**src/common/isa_pkg.sv**
```systemverilog
/* RV32I subset definitions for the instruction engine
   Major opcodes, function fields, ALU operations and the decoded instruction */
package isa_pkg;

  localparam int unsigned XLEN       = 32;
  localparam int unsigned REG_ADDR_W = 5;

  // Major opcodes kept from the base ISA
  typedef enum logic [6:0] {
    OP_IMM = 7'b0010011,
    OP     = 7'b0110011,
    LUI    = 7'b0110111,
    JAL    = 7'b1101111
  } opcode_e;

  // funct3 codes shared by OP and OP_IMM
  localparam logic [2:0] F3_ADD = 3'b000;
  localparam logic [2:0] F3_XOR = 3'b100;
  localparam logic [2:0] F3_OR  = 3'b110;
  localparam logic [2:0] F3_AND = 3'b111;

  // funct7 for register-register forms
  localparam logic [6:0] F7_BASE = 7'b0000000;
  localparam logic [6:0] F7_ALT  = 7'b0100000;

  typedef enum logic [2:0] {
    ALU_ADD,
    ALU_SUB,
    ALU_XOR,
    ALU_OR,
    ALU_AND,
    ALU_PASS_B
  } alu_op_e;

  // One instruction after decode
  typedef struct packed {
    alu_op_e                alu_op;
    logic                   use_imm;
    logic                   is_jal;
    logic                   rd_we;
    logic                   illegal;
    logic [REG_ADDR_W-1:0]  rs1;
    logic [REG_ADDR_W-1:0]  rs2;
    logic [REG_ADDR_W-1:0]  rd;
    logic [XLEN-1:0]        imm;
  } decoded_t;

endpackage

```
**src/common/pipe_pkg.sv**
```systemverilog
/* Pipeline records of the instruction engine
   Fetch bus, buffer entry, redirect and retire trace */
package pipe_pkg;

  // Free-entry count width, covers buffers of up to 8 entries
  localparam int unsigned FREE_W = 4;

  typedef struct packed {
    logic                       req;
    logic [isa_pkg::XLEN-1:0]   addr;
  } fetch_req_t;

  typedef struct packed {
    logic                       gnt;
    logic                       rvalid;
    logic [isa_pkg::XLEN-1:0]   rdata;
  } fetch_rsp_t;

  // What the prefetch buffer stores
  typedef struct packed {
    logic [isa_pkg::XLEN-1:0]   pc;
    logic [isa_pkg::XLEN-1:0]   insn;
  } fetch_entry_t;

  typedef struct packed {
    logic                       valid;
    logic [isa_pkg::XLEN-1:0]   target;
  } redirect_t;

  typedef struct packed {
    logic                           valid;
    logic [isa_pkg::XLEN-1:0]       pc;
    logic [isa_pkg::XLEN-1:0]       insn;
    logic [isa_pkg::REG_ADDR_W-1:0] rd;
    logic [isa_pkg::XLEN-1:0]       rd_wdata;
    logic                           illegal;
  } retire_t;

endpackage

```
**src/exec/exec_decoder.sv**
```systemverilog
/* Instruction decoder for the RV32I subset
   Maps a word to ALU operation, register fields, immediate and illegal flag */
`timescale 1ns/1ps

module exec_decoder (
  input  logic [isa_pkg::XLEN-1:0]  insn_i,
  output isa_pkg::decoded_t         dec_o
);

  import isa_pkg::*;

  opcode_e         opcode;
  logic [2:0]      funct3;
  logic [6:0]      funct7;
  logic [XLEN-1:0] imm_i;
  logic [XLEN-1:0] imm_u;
  logic [XLEN-1:0] imm_j;

  assign opcode = opcode_e'(insn_i[6:0]);
  assign funct3 = insn_i[14:12];
  assign funct7 = insn_i[31:25];

  // Immediate formats
  assign imm_i = {{20{insn_i[31]}}, insn_i[31:20]};
  assign imm_u = {insn_i[31:12], 12'b0};
  assign imm_j = {{12{insn_i[31]}}, insn_i[19:12], insn_i[20], insn_i[30:21], 1'b0};

  always_comb begin
    dec_o        = '0;
    dec_o.alu_op = ALU_PASS_B;
    dec_o.rs1    = insn_i[19:15];
    dec_o.rs2    = insn_i[24:20];
    dec_o.rd     = insn_i[11:7];

    case (opcode)
      OP_IMM: begin
        dec_o.use_imm = 1'b1;
        dec_o.imm     = imm_i;
        dec_o.rd_we   = 1'b1;
        case (funct3)
          F3_ADD:  dec_o.alu_op = ALU_ADD;
          F3_XOR:  dec_o.alu_op = ALU_XOR;
          F3_OR:   dec_o.alu_op = ALU_OR;
          F3_AND:  dec_o.alu_op = ALU_AND;
          default: dec_o.illegal = 1'b1;
        endcase
      end
      OP: begin
        dec_o.rd_we = 1'b1;
        if (funct7 == F7_BASE) begin
          case (funct3)
            F3_ADD:  dec_o.alu_op = ALU_ADD;
            F3_XOR:  dec_o.alu_op = ALU_XOR;
            F3_OR:   dec_o.alu_op = ALU_OR;
            F3_AND:  dec_o.alu_op = ALU_AND;
            default: dec_o.illegal = 1'b1;
          endcase
        end else if (funct7 == F7_ALT && funct3 == F3_ADD) begin
          dec_o.alu_op = ALU_SUB;
        end else begin
          dec_o.illegal = 1'b1;
        end
      end
      LUI: begin
        dec_o.use_imm = 1'b1;
        dec_o.imm     = imm_u;
        dec_o.rd_we   = 1'b1;
      end
      JAL: begin
        dec_o.is_jal = 1'b1;
        dec_o.imm    = imm_j;
        dec_o.rd_we  = 1'b1;
      end
      default: dec_o.illegal = 1'b1;
    endcase

    // Anything outside the subset writes nothing and does not jump
    if (dec_o.illegal) begin
      dec_o.rd_we  = 1'b0;
      dec_o.is_jal = 1'b0;
    end
  end

endmodule

```
**src/exec/exec_stage.sv**
```systemverilog
/* Execute stage
   Register file, ALU, JAL redirect and the registered retire record */
`timescale 1ns/1ps

module exec_stage (
  input  logic                    clk,
  input  logic                    rst_ni,
  input  logic                    head_valid_i,
  input  pipe_pkg::fetch_entry_t  head_i,
  output logic                    pop_o,
  output pipe_pkg::redirect_t     redirect_o,
  output pipe_pkg::retire_t       retire_o
);

  import isa_pkg::*;
  import pipe_pkg::*;

  decoded_t        dec;
  logic [XLEN-1:0] rf_q [1:31];
  logic [XLEN-1:0] rs1_data;
  logic [XLEN-1:0] rs2_data;
  logic [XLEN-1:0] op_b;
  logic [XLEN-1:0] alu_res;
  logic [XLEN-1:0] link_addr;
  logic [XLEN-1:0] wdata;
  logic            rf_we;
  retire_t         retire_q;

  exec_decoder u_decoder (
    .insn_i ( head_i.insn ),
    .dec_o  ( dec         )
  );

  ////////////////////////////////////////////////////////////////////////////
  // Operands and ALU
  ////////////////////////////////////////////////////////////////////////////

  // x0 has no storage
  assign rs1_data = (dec.rs1 == '0) ? '0 : rf_q[dec.rs1];
  assign rs2_data = (dec.rs2 == '0) ? '0 : rf_q[dec.rs2];
  assign op_b     = dec.use_imm ? dec.imm : rs2_data;

  always_comb begin
    case (dec.alu_op)
      ALU_ADD:    alu_res = rs1_data + op_b;
      ALU_SUB:    alu_res = rs1_data - op_b;
      ALU_XOR:    alu_res = rs1_data ^ op_b;
      ALU_OR:     alu_res = rs1_data | op_b;
      ALU_AND:    alu_res = rs1_data & op_b;
      ALU_PASS_B: alu_res = op_b;
      default:    alu_res = '0;
    endcase
  end

  assign link_addr = head_i.pc + XLEN'(4);
  assign wdata     = dec.is_jal ? link_addr : alu_res;

  // Always ready so every head entry retires in the cycle it shows up
  assign pop_o = head_valid_i;
  assign rf_we = head_valid_i && dec.rd_we && (dec.rd != '0);

  assign redirect_o.valid  = head_valid_i && dec.is_jal;
  assign redirect_o.target = head_i.pc + dec.imm;

  ////////////////////////////////////////////////////////////////////////////
  // Register file and retire
  ////////////////////////////////////////////////////////////////////////////

  // Registers x1 to x31 clear on reset
  always_ff @(posedge clk or negedge rst_ni) begin
    if (!rst_ni) begin
      for (int i = 1; i < 32; i++) begin
        rf_q[i] <= '0;
      end
    end else if (rf_we) begin
      rf_q[dec.rd] <= wdata;
    end
  end

  always_ff @(posedge clk or negedge rst_ni) begin
    if (!rst_ni) begin
      retire_q <= '0;
    end else begin
      retire_q.valid <= head_valid_i;
      if (head_valid_i) begin
        retire_q.pc       <= head_i.pc;
        retire_q.insn     <= head_i.insn;
        retire_q.rd       <= rf_we ? dec.rd : '0;
        retire_q.rd_wdata <= rf_we ? wdata : '0;
        retire_q.illegal  <= dec.illegal;
      end
    end
  end

  assign retire_o = retire_q;

  a_x0_quiet: assert property (@(posedge clk) disable iff (!rst_ni)
    retire_o.valid && (retire_o.rd == '0) |-> retire_o.rd_wdata == '0);

endmodule

```
**src/verilog/fetch_unit.sv**
```systemverilog
/* Instruction fetch unit
   Runs the fetch PC over the req/gnt/rvalid bus and feeds the prefetch buffer */
`timescale 1ns/1ps

module fetch_unit #(
  parameter logic [isa_pkg::XLEN-1:0] BootAddr = 32'h0000_0080
) (
  input  logic                          clk,
  input  logic                          rst_ni,
  output pipe_pkg::fetch_req_t          bus_req_o,
  input  pipe_pkg::fetch_rsp_t          bus_rsp_i,
  input  logic [pipe_pkg::FREE_W-1:0]   free_i,
  input  pipe_pkg::redirect_t           redirect_i,
  output logic                          push_o,
  output pipe_pkg::fetch_entry_t        push_entry_o
);

  import isa_pkg::*;
  import pipe_pkg::*;

  logic [XLEN-1:0] pc_q, pc_d;
  logic [XLEN-1:0] req_addr_q;
  logic [XLEN-1:0] fetch_addr;
  logic            fetch_en_q;
  logic            out_q, out_d;
  logic            hold_q, hold_d;
  logic            discard_q, discard_d;
  logic            req_ok;
  logic            granted;
  logic            resp_done;

  // One word in flight at most, so a single free slot is enough
  assign req_ok    = fetch_en_q && !out_q && (free_i != '0);
  assign granted   = req_ok && bus_rsp_i.gnt;
  assign resp_done = out_q && bus_rsp_i.rvalid;

  // A request left waiting for gnt keeps its address even across a redirect
  assign fetch_addr      = hold_q ? req_addr_q : pc_q;
  assign bus_req_o.req   = req_ok;
  assign bus_req_o.addr  = fetch_addr;

  // Stale responses are dropped here, the buffer never sees them
  assign push_o            = resp_done && !discard_q && !redirect_i.valid;
  assign push_entry_o.pc   = req_addr_q;
  assign push_entry_o.insn = bus_rsp_i.rdata;

  always_comb begin
    pc_d      = pc_q;
    out_d     = out_q;
    hold_d    = hold_q;
    discard_d = discard_q;
    if (resp_done) begin
      out_d     = 1'b0;
      discard_d = 1'b0;
    end
    if (granted) begin
      out_d  = 1'b1;
      hold_d = 1'b0;
      // PC already holds the redirect target when the request went stale
      if (!discard_q) begin
        pc_d = pc_q + XLEN'(4);
      end
    end else if (req_ok) begin
      hold_d = 1'b1;
    end
    if (redirect_i.valid) begin
      pc_d = redirect_i.target;
      if (req_ok || (out_q && !bus_rsp_i.rvalid)) begin
        discard_d = 1'b1;
      end
    end
  end

  always_ff @(posedge clk or negedge rst_ni) begin
    if (!rst_ni) begin
      fetch_en_q <= 1'b0;
      pc_q       <= BootAddr;
      out_q      <= 1'b0;
      hold_q     <= 1'b0;
      discard_q  <= 1'b0;
    end else begin
      fetch_en_q <= 1'b1;
      pc_q       <= pc_d;
      out_q      <= out_d;
      hold_q     <= hold_d;
      discard_q  <= discard_d;
    end
  end

  // Address of the request on the bus, later the PC of its response
  always_ff @(posedge clk) begin
    if (req_ok) begin
      req_addr_q <= fetch_addr;
    end
  end

  a_req_held: assert property (@(posedge clk) disable iff (!rst_ni)
    bus_req_o.req && !bus_rsp_i.gnt |=> bus_req_o.req && $stable(bus_req_o.addr));

endmodule

```
**src/verilog/mini_core.sv**
```systemverilog
/* In-order RV32I subset instruction engine
   Fetch unit, prefetch buffer and execute stage with a retire trace */
`timescale 1ns/1ps

module mini_core #(
  parameter logic [isa_pkg::XLEN-1:0] BootAddr  = 32'h0000_0080,
  parameter int unsigned              FifoDepth = 4
) (
  input  logic                  clk,
  input  logic                  rst_ni,
  output pipe_pkg::fetch_req_t  instr_req_o,
  input  pipe_pkg::fetch_rsp_t  instr_rsp_i,
  output pipe_pkg::retire_t     retire_o
);

  import pipe_pkg::*;

  logic              push;
  fetch_entry_t      push_entry;
  logic [FREE_W-1:0] free;
  logic              head_valid;
  fetch_entry_t      head;
  logic              pop;
  redirect_t         redirect;

  fetch_unit #(
    .BootAddr ( BootAddr )
  ) u_fetch (
    .clk          ( clk         ),
    .rst_ni       ( rst_ni      ),
    .bus_req_o    ( instr_req_o ),
    .bus_rsp_i    ( instr_rsp_i ),
    .free_i       ( free        ),
    .redirect_i   ( redirect    ),
    .push_o       ( push        ),
    .push_entry_o ( push_entry  )
  );

  // A taken JAL empties the buffer at the same edge
  prefetch_fifo #(
    .FifoDepth ( FifoDepth )
  ) u_fifo (
    .clk          ( clk            ),
    .rst_ni       ( rst_ni         ),
    .push_i       ( push           ),
    .push_entry_i ( push_entry     ),
    .flush_i      ( redirect.valid ),
    .free_o       ( free           ),
    .head_valid_o ( head_valid     ),
    .head_o       ( head           ),
    .pop_i        ( pop            )
  );

  exec_stage u_exec (
    .clk          ( clk        ),
    .rst_ni       ( rst_ni     ),
    .head_valid_i ( head_valid ),
    .head_i       ( head       ),
    .pop_o        ( pop        ),
    .redirect_o   ( redirect   ),
    .retire_o     ( retire_o   )
  );

endmodule

```
**src/verilog/prefetch_fifo.sv**
```systemverilog
/* Prefetch buffer between fetch and execute
   Circular FIFO of fetched words with flush and free-entry count */
`timescale 1ns/1ps

module prefetch_fifo #(
  parameter int unsigned FifoDepth = 4
) (
  input  logic                          clk,
  input  logic                          rst_ni,
  input  logic                          push_i,
  input  pipe_pkg::fetch_entry_t        push_entry_i,
  input  logic                          flush_i,
  output logic [pipe_pkg::FREE_W-1:0]   free_o,
  output logic                          head_valid_o,
  output pipe_pkg::fetch_entry_t        head_o,
  input  logic                          pop_i
);

  import pipe_pkg::*;

  localparam int unsigned PtrW = (FifoDepth > 1) ? $clog2(FifoDepth) : 1;

  fetch_entry_t      mem_q [FifoDepth];
  logic [PtrW-1:0]   wr_ptr_q;
  logic [PtrW-1:0]   rd_ptr_q;
  logic [FREE_W-1:0] count_q;
  logic              do_push;
  logic              do_pop;

  assign head_valid_o = (count_q != '0);
  assign head_o       = mem_q[rd_ptr_q];
  assign free_o       = FREE_W'(FifoDepth) - count_q;

  // Flush wins over both sides
  assign do_push = push_i && !flush_i;
  assign do_pop  = pop_i && !flush_i;

  always_ff @(posedge clk or negedge rst_ni) begin
    if (!rst_ni) begin
      wr_ptr_q <= '0;
      rd_ptr_q <= '0;
      count_q  <= '0;
    end else if (flush_i) begin
      wr_ptr_q <= '0;
      rd_ptr_q <= '0;
      count_q  <= '0;
    end else begin
      if (do_push) begin
        wr_ptr_q <= wr_ptr_q + PtrW'(1);
      end
      if (do_pop) begin
        rd_ptr_q <= rd_ptr_q + PtrW'(1);
      end
      case ({do_push, do_pop})
        2'b10:   count_q <= count_q + FREE_W'(1);
        2'b01:   count_q <= count_q - FREE_W'(1);
        default: count_q <= count_q;
      endcase
    end
  end

  always_ff @(posedge clk) begin
    if (do_push) begin
      mem_q[wr_ptr_q] <= push_entry_i;
    end
  end

  // Fetch must only ask for words it has room for
  a_no_overflow: assert property (@(posedge clk) disable iff (!rst_ni)
    push_i |-> count_q < FREE_W'(FifoDepth));

  a_no_underflow: assert property (@(posedge clk) disable iff (!rst_ni)
    pop_i |-> head_valid_o);

endmodule
```
**config.mk**
```make
export PLATFORM = sky130hd
export DESIGN_NAME = mini_core
export DESIGN_NICKNAME = d
export VERILOG_FILES = /design/src/common/isa_pkg.sv /design/src/common/pipe_pkg.sv /design/src/exec/exec_decoder.sv /design/src/exec/exec_stage.sv /design/src/verilog/fetch_unit.sv /design/src/verilog/mini_core.sv /design/src/verilog/prefetch_fifo.sv
export SDC_FILE = /design/constraint.sdc
export NUM_CORES = 2
export LEC_CHECK = 0
export BUFFER_PORTS_ARGS = -buffer_cell sky130_fd_sc_hd__clkbuf_2
export CAP_MARGIN = 20
export CORE_UTILIZATION = 60
export CTS_CLUSTER_SIZE = 40
export DETAILED_ROUTE_END_ITERATION = 8
export GPL_ROUTABILITY_DRIVEN = 0
export MAX_ROUTING_LAYER = met4
export PLACE_DENSITY = 0.77
export SETUP_SLACK_MARGIN = 0.05
export SLEW_MARGIN = 15
export SYNTH_ARGS = -nofsm -noshare
export SYNTH_HDL_FRONTEND = slang
export SYNTH_SLANG_ARGS = --single-unit
```
**constraint.sdc**
```tcl
create_clock -name clk -period 7.77 [get_ports clk]
set_input_delay 1.554 -clock clk [delete_from_list [all_inputs] [get_ports clk]]
set_output_delay 1.554 -clock clk [all_outputs]
set_load 0.05 [all_outputs]
```
Word-level counts from Yosys, hierarchy flattened
Memory sizes are Yosys's and may differ from the RTL's.
Cells that the tools add are included.
W data, S select, Z words.
{ "classes": {"order_cmp": 4, "n_reduce_logical": 38, "add_sub_neg": 10, "bitwise": 6, "n_eq_ne": 16, "n_div": 0, "multipliers": 0, "shift": 0, "n_mux": 48} }
{ "op_table": {"columns": ["cell", "n"], "rows": [
  ["$bwmux W992", 1],
  ["$mux W32", 14],
  ["$bmux W32 S5", 2],
  ["$pmux W32 S6", 1],
  ["$demux W32 S5", 1],
  ["$pmux W32 S3", 1],
  ["$add A32 B3 Y32 const B", 2],
  ["$add A32 B32 Y32", 2],
  ["$and A32 B32 Y32", 1],
  ["$or A32 B32 Y32", 1],
  ["$sub A32 B32 Y32", 1],
  ["$xor A32 B32 Y32", 1],
  ["$eq A7 B6 Y1 const B", 3],
  ["$ge A6 B6 Y1 const B", 3],
  ["$not A5 Y6", 3],
  ["$eq A3 B3 Y1 const B", 5],
  ["$mux W1", 15],
  ["$logic_and A1 B1 Y1", 14],
  ["$pmux W3 S4", 1],
  ["$logic_not A5 Y1", 2],
  ["$mux W2", 5],
  ["$reduce_bool A2 Y1", 5],
  ["$pmux W4 S2", 1],
  ["$reduce_bool A4 Y1", 2],
  ["other kinds (26)", 35]
]} }
{ "word_totals": {"in_bits": 36, "wordCells": 169, "out_inout_bits": 136, "latchBits": 0, "ram_bits": 256, "rom_bits": 0, "ff_bits": 1171, "n_memories": 1} }
{ "mem_list": {"columns": ["memory", "depth", "word_bits", "read_ports", "rd_ports_with_merged_regs", "wr", "line_no", "rtl"], "rows": [
  ["u_fifo.mem_q", 4, 64, 1, 0, 1, "prefetch_fifo.sv:23", "fetch_entry_t mem_q [FifoDepth];"]
]} }

Longest topological paths before layout
An unclocked memory read counts as a cell.
{ "depth": {"word_depth": 14, "mapped_depth": 34, "ltp_nobuf": 26} }

Modules after synthesis
A second synthesis with hierarchy kept.
{ "hier_totals": {"hier_cells": 6881, "hier_area_um2": 76887.5} }
{ "by_module_without_submodules": {"columns": ["mod", "seq_area_each_um2", "cells_per_inst", "area_per_inst_um2", "n_inst"], "rows": [
  ["exec_stage", 27401.3, 6048, 62716.4, 1],
  ["prefetch_fifo", 7887.6, 400, 9849.4, 1],
  ["fetch_unit", 1863.0, 348, 3764.9, 1],
  ["exec_decoder", 0.0, 85, 556.8, 1]
]} }

Worst setup path after synthesis
No wires, ideal clock.
{ "synth_timing": {"path_type": "register to register", "startpoint": "register u_fifo.rd_ptr_q[0]", "endpoint": "register u_exec.retire_q, in the netlist u_exec.retire_o[31]", "t_required_ns": 7.637, "slack_ns": 0.988, "arrival_time_ns": 6.649, "stages_incl_launch_ff": 31, "cell_sequence": "dfrtp_1 -> buf_6 -> buf_6 -> buf_2 -> buf_2 -> mux2i_1 -> clkbuf_1 -> clkbuf_1 -> clkbuf_1 -> clkbuf_1 -> buf_1 -> mux4_2 -> nand2_1 -> a31oi_1 -> mux2i_1 -> ha_1 -> fa_1 -> nor2b_1 -> o21ai_0 -> a21boi_0 -> o21ai_0 -> a21oi_1 -> o21ai_0 -> a21oi_1 -> o2111ai_1 -> a211oi_1 -> o21a_1 -> o211ai_1 -> a22oi_1 -> clkbuf_1 -> o21ai_0"} }
{ "synth_between": {"elab_chain_len": 11} }
{ "synth_rtl": {"columns": ["element", "line_no", "rtl"], "rows": [
  ["start, declared", "prefetch_fifo.sv:25", "logic [PtrW-1:0] rd_ptr_q;"],
  ["start signal, assigned", "prefetch_fifo.sv:52", "rd_ptr_q <= rd_ptr_q + PtrW'(1);"],
  ["$mem_v2 Z4 W64 (*)", null, null],
  ["$not A5 Y6 (not written as such)", "exec_stage.sv:40", "assign rs2_data = (dec.rs2 == '0) ? '0 : rf_q[dec.rs2];"],
  ["$bmux W32 S5", "exec_stage.sv:40", null],
  ["$mux W32 (not written as such) (2 in series)", "exec_stage.sv:40", null],
  ["$mux W32", "exec_stage.sv:40", null],
  ["$mux W32", "exec_stage.sv:41", "assign op_b = dec.use_imm ? dec.imm : rs2_data;"],
  ["$sub A32 B32 Y32 (tied with other cells)", "exec_stage.sv:46", "ALU_SUB: alu_res = rs1_data - op_b;"],
  ["$pmux W32 S6", "exec_stage.sv:44", "case (dec.alu_op)"],
  ["$mux W32", "exec_stage.sv:56", "assign wdata = dec.is_jal ? link_addr : alu_res;"],
  ["$mux W32 (*)", "exec_stage.sv:89", "retire_q.rd_wdata <= rf_we ? wdata : '0;"],
  ["end, declared", "exec_stage.sv:27", "retire_t retire_q;"]
]} }
Every way passes the cells marked *; elsewhere a longest branch is shown, timed or not. The select of a mux whose other input is x is not followed.
A chain may end at the register's enable or synchronous reset.

Worst setup path in the final report
{ "layout_timing": {"startpoint": "register u_fifo.rd_ptr_q[0]", "endpoint": "register u_exec.rf_q[159] in the netlist's numbering"} }
{ "layout_between": {"elab_chain_len": 11} }
{ "layout_rtl": {"columns": ["element", "line_no", "rtl"], "rows": [
  ["$mem_v2 Z4 W64 (*)", null, null],
  ["$not A5 Y6 (not written as such)", "exec_stage.sv:40", null],
  ["$bmux W32 S5", "exec_stage.sv:40", null],
  ["$mux W32 (not written as such) (2 in series)", "exec_stage.sv:40", null],
  ["$mux W32", "exec_stage.sv:40", null],
  ["$mux W32", "exec_stage.sv:41", null],
  ["$sub A32 B32 Y32 (tied with other cells)", "exec_stage.sv:46", null],
  ["$pmux W32 S6", "exec_stage.sv:44", null],
  ["$mux W32", "exec_stage.sv:56", null],
  ["$bwmux W992", "exec_stage.sv:76", "rf_q[dec.rd] <= wdata;"],
  ["end signal, assigned by index", "exec_stage.sv:76", null],
  ["end, declared", "exec_stage.sv:19", "logic [XLEN-1:0] rf_q [1:31];"]
]} }
Marks and branches as above.

==> impl_metrics.json <==
{
  "status": "complete, but fails checks",
  "violations": "DRC",
  "period_minus_slack_ns": 7.58,
  "powerDensity_nw_per_um2": 430,
  "insertion_delay_ns": 0.86,
  "timing.critical_path.required_ns": 8.49,
  "dp_hpwl_um": 179000,
  "leakagePower_uw": 0.0395,
  "synth_edf_count": 288,
  "ys.flop_type": "dfrtp_1",
  "numCtsBuffers": 148,
  "drc": 7,
  "core_area_um2": 129000,
  "clk_path_buf_depth": 3,
  "seq_area_frac_synth_pct": 47.6,
  "power_frac_seq_pct": 25.9,
  "vias_per_cell": 7.01,
  "drt_iter0_drc": 9977,
  "grtUsageTotal_pct": 44.5,
  "io_pins": 172,
  "yosys_warnings": 0,
  "die_h_um": 363,
  "fmax_mhz": 132,
  "netlist_top_cells_count": "2107 x nand2_1, 1138 x dfrtp_1, 474 x o21ai_0, 387 x mux4_2, 368 x clkbuf_1",
  "synth_area_leaders": "dfrtp_1 36%, mux4_2 11%, edfxtp_1 11%",
  "fin_crit_sh_pct": 97.5,
  "critPathMaxStageDelay_ns": 0.59,
  "vias": 65500,
  "switchingPower_uw": 18100,
  "cp-end-kind": "flop",
  "hold_violations": 0,
  "gr-total-overflow": 0,
  "critical-path-slowest-cell": "dfrtp_4",
  "p_total_uw": 37600,
  "area_delta_synth_final_pct": 12.1,
  "numPortBuffers": 171,
  "hold-worst-slack_ns": 0.470,
  "worst-setup-path-type": "reg -> reg",
  "drive_gt1_share_pct": 22.4,
  "netlist.area_leader.share_pct": 36.5,
  "nets": 7614,
  "power_frac_comb_pct": 54.1,
  "min_path_type": "reg -> reg",
  "swShare_pct": 48.0,
  "grtUsageMet1_pct": 52.2,
  "pwr-share-clk_pct": 20.0,
  "use_met2_pct": 60.4,
  "setup_viol": 0,
  "fill_cells": 9224,
  "worstPathArrival_ns": 8.30,
  "grt_pass1_vias": 64100,
  "die_x_um": 363,
  "crit_path_start_kind": "flop",
  "use_met3_pct": 19.4,
  "startpoint": "u_fifo.rd_ptr_q[0]$_DFFE_PN0P_",
  "hold_depth": 2,
  "maxCapViolations": 0,
  "grt_max_degree": 175,
  "cell_internal_pwr_uw": 19600,
  "tns_ns": 0,
  "grt-busiest-layer": "met2",
  "htree_num_levels": 4,
  "crit_cells": 28,
  "skew_ns": 0.0965,
  "grt_first_pass_wirelength_um": 416000,
  "start_util_pct": 60.4,
  "root_buffer": "clkbuf_16",
  "slew_headroom_pct": 9.54,
  "cts_sinks": 1427,
  "clkTransAtPathRegs_ns": 0.06,
  "antenna_found_initial": 26,
  "yosysUniqueCellTypes": 99,
  "path_buf_inv": 4,
  "syn_inst": 7348,
  "ant_nets": 0,
  "cp_top_family": "compound AO/OA/AOI/OAI gates",
  "ys_ff_latch": 1427,
  "yosys.cell_count.top_type": "nand2_1",
  "r2r_start": "u_fifo.rd_ptr_q[0]$_DFFE_PN0P_",
  "ff2ff_path_depth": 28,
  "ir_drop_mv": 0.391,
  "drt-total-wl_um": 285000,
  "crit_path_frequent_cell": "a21oi_1",
  "cts_tree": "done",
  "syn-cell-area_um2": 78100,
  "slew_violations": 0,
  "row_count": 132,
  "tightest_slew_ns": 1.35,
  "synth_top_area_cell": "dfrtp_1",
  "min_from": "u_exec.retire_o[63]$_DFFE_PN0P_",
  "die_area_um2": 132000,
  "first_pass_iters": 9,
  "wire_per_inst_um": 30.5,
  "syn_nets": 7523,
  "crit_fanout": 29,
  "ctsHoldBuffers": 0,
  "async_reset_ff_share_pct": 79.8,
  "synth_area_per_cell_um2": 10.6
}
## what timing repair did
item | in CTS | in global routing
resized for setup | 0 | 21
setup buffers | 0 | 10
hold endpoints to repair | 0 | 0
endpoints found under the setup margin | 0 | 243
## worst min-delay path, cell delays in order, from the launching register on
cell and delay (ns):
dfrtp_1 0.34, nand2_1 0.05, nand2_1 0.05
## worst paths after layout
| kind | to | slack [ns] |
|---|---|---|
| setup / recovery | u_exec.rf_q[159]$_DFFE_PN0P_ | 0.19 |
| hold / removal | u_exec.retire_o[63]$_DFFE_PN0P_ | 0.47 |
| setup reg to reg | u_exec.rf_q[159]$_DFFE_PN0P_ | 0.19 |
| hold reg to reg | u_exec.retire_o[63]$_DFFE_PN0P_ | 0.47 |
| max in group asynchronous | u_exec.rf_q[838]$_DFFE_PN0P_ | 5.09 |
| min in group asynchronous | u_exec.rf_q[418]$_DFFE_PN0P_ | 0.78 |
## state kept, by name (all words and copies together), names as in the netlist
| name | count |
|---|---|
| u_exec.retire_o | 103 |
| u_exec.rf_q | 992 |
| u_fetch.discard_q | 1 |
| u_fetch.fetch_en_q | 1 |
| u_fetch.hold_q | 1 |
| u_fetch.out_q | 1 |
| u_fetch.pc_q | 32 |
| u_fetch.req_addr_q | 32 |
| u_fifo.count_q | 4 |
| u_fifo.mem_q | 256 |
| u_fifo.rd_ptr_q | 2 |
| u_fifo.wr_ptr_q | 2 |
## stage by stage
stage | instances | util, % | instance area [µm²] | setup WS (ns)
after detailed placement | 9015 | 63.5 | 82100 | 0.222
after floorplan | 7348 | - | 78100 | 0.988
after global placement | 9012 | 63.4 | 82000 | -0.0591
final | 9338 | 67.7 | 87600 | 0.191
after CTS | 9292 | 67.4 | 87200 | 0.166
after global routing | 9334 | 67.7 | 87600 | -0.0601
## final cells by class
type / instances / area [µm²] / share of cell area (%)
timing repair buffer: 514 / 4050 / 4.62
multi-input combinational: 5239 / 38600 / 44.0
tap: 1742 / 2180 / 2.49
sequential: 1427 / 37200 / 42.4
clock inverter: 71 / 960 / 1.10
inverter: 109 / 415 / 0.474
antenna: 30 / 75.1 / 0.0857
clock buffer: 206 / 4180 / 4.77
## kinds of logic (layout without fill, tap and decap cells)
logic type / after synthesis / in the layout / share of synthesized area (%)
mux: 1112 / 1114 / 21.0
simple gates: 2687 / 2687 / 14.3
other cells: 1 / 31 / 0.00480
flops: 1427 / 1427 / 47.6
fa+ha+maj: 139 / 139 / 2.26
xor+xnor: 137 / 137 / 1.54
compound gates: 1161 / 1161 / 9.52
buf+inv: 684 / 900 / 3.83
## power groups by stage
stage / clock network, µW / registers [µW] / logic, µW
3_3_place_gp: 0 / 9740 / 18600
3_5_place_dp: 0 / 9820 / 18900
5_1_grt: 7830 / 9830 / 20800
6_report: 7530 / 9750 / 20400
4_1_cts: 7530 / 9700 / 19000
2_1_floorplan: 0 / 10100 / 11300
## cells in the final DEF, fill, tap and decap left out, types with 74 or more instances in the layout
| master | netlist | routed |
|---|---|---|
| nand2_1 | 2107 | 2093 |
| inv_1 | 105 | 105 |
| clkbuf_2 | 0 | 170 |
| xnor2_1 | 96 | 92 |
| edfxtp_1 | 288 | 288 |
| ha_1 | 136 | 136 |
| a21oi_1 | 156 | 140 |
| mux2_2 | 354 | 352 |
| o31ai_1 | 74 | 74 |
| mux2i_1 | 364 | 359 |
| mux4_2 | 387 | 384 |
| dfrtp_1 | 1138 | 1136 |
| buf_4 | 18 | 291 |
| o21ai_0 | 474 | 469 |
| clkbuf_16 | 0 | 148 |
| nor2_1 | 209 | 178 |
## per-layer routing
metal	up-vias	wire length, µm
li1	26300	-
met4	0	26500
met1	31900	95500
met3	1725	45100
met2	5547	118000
met5	-	0
Power figures use the tool's default switching activity.
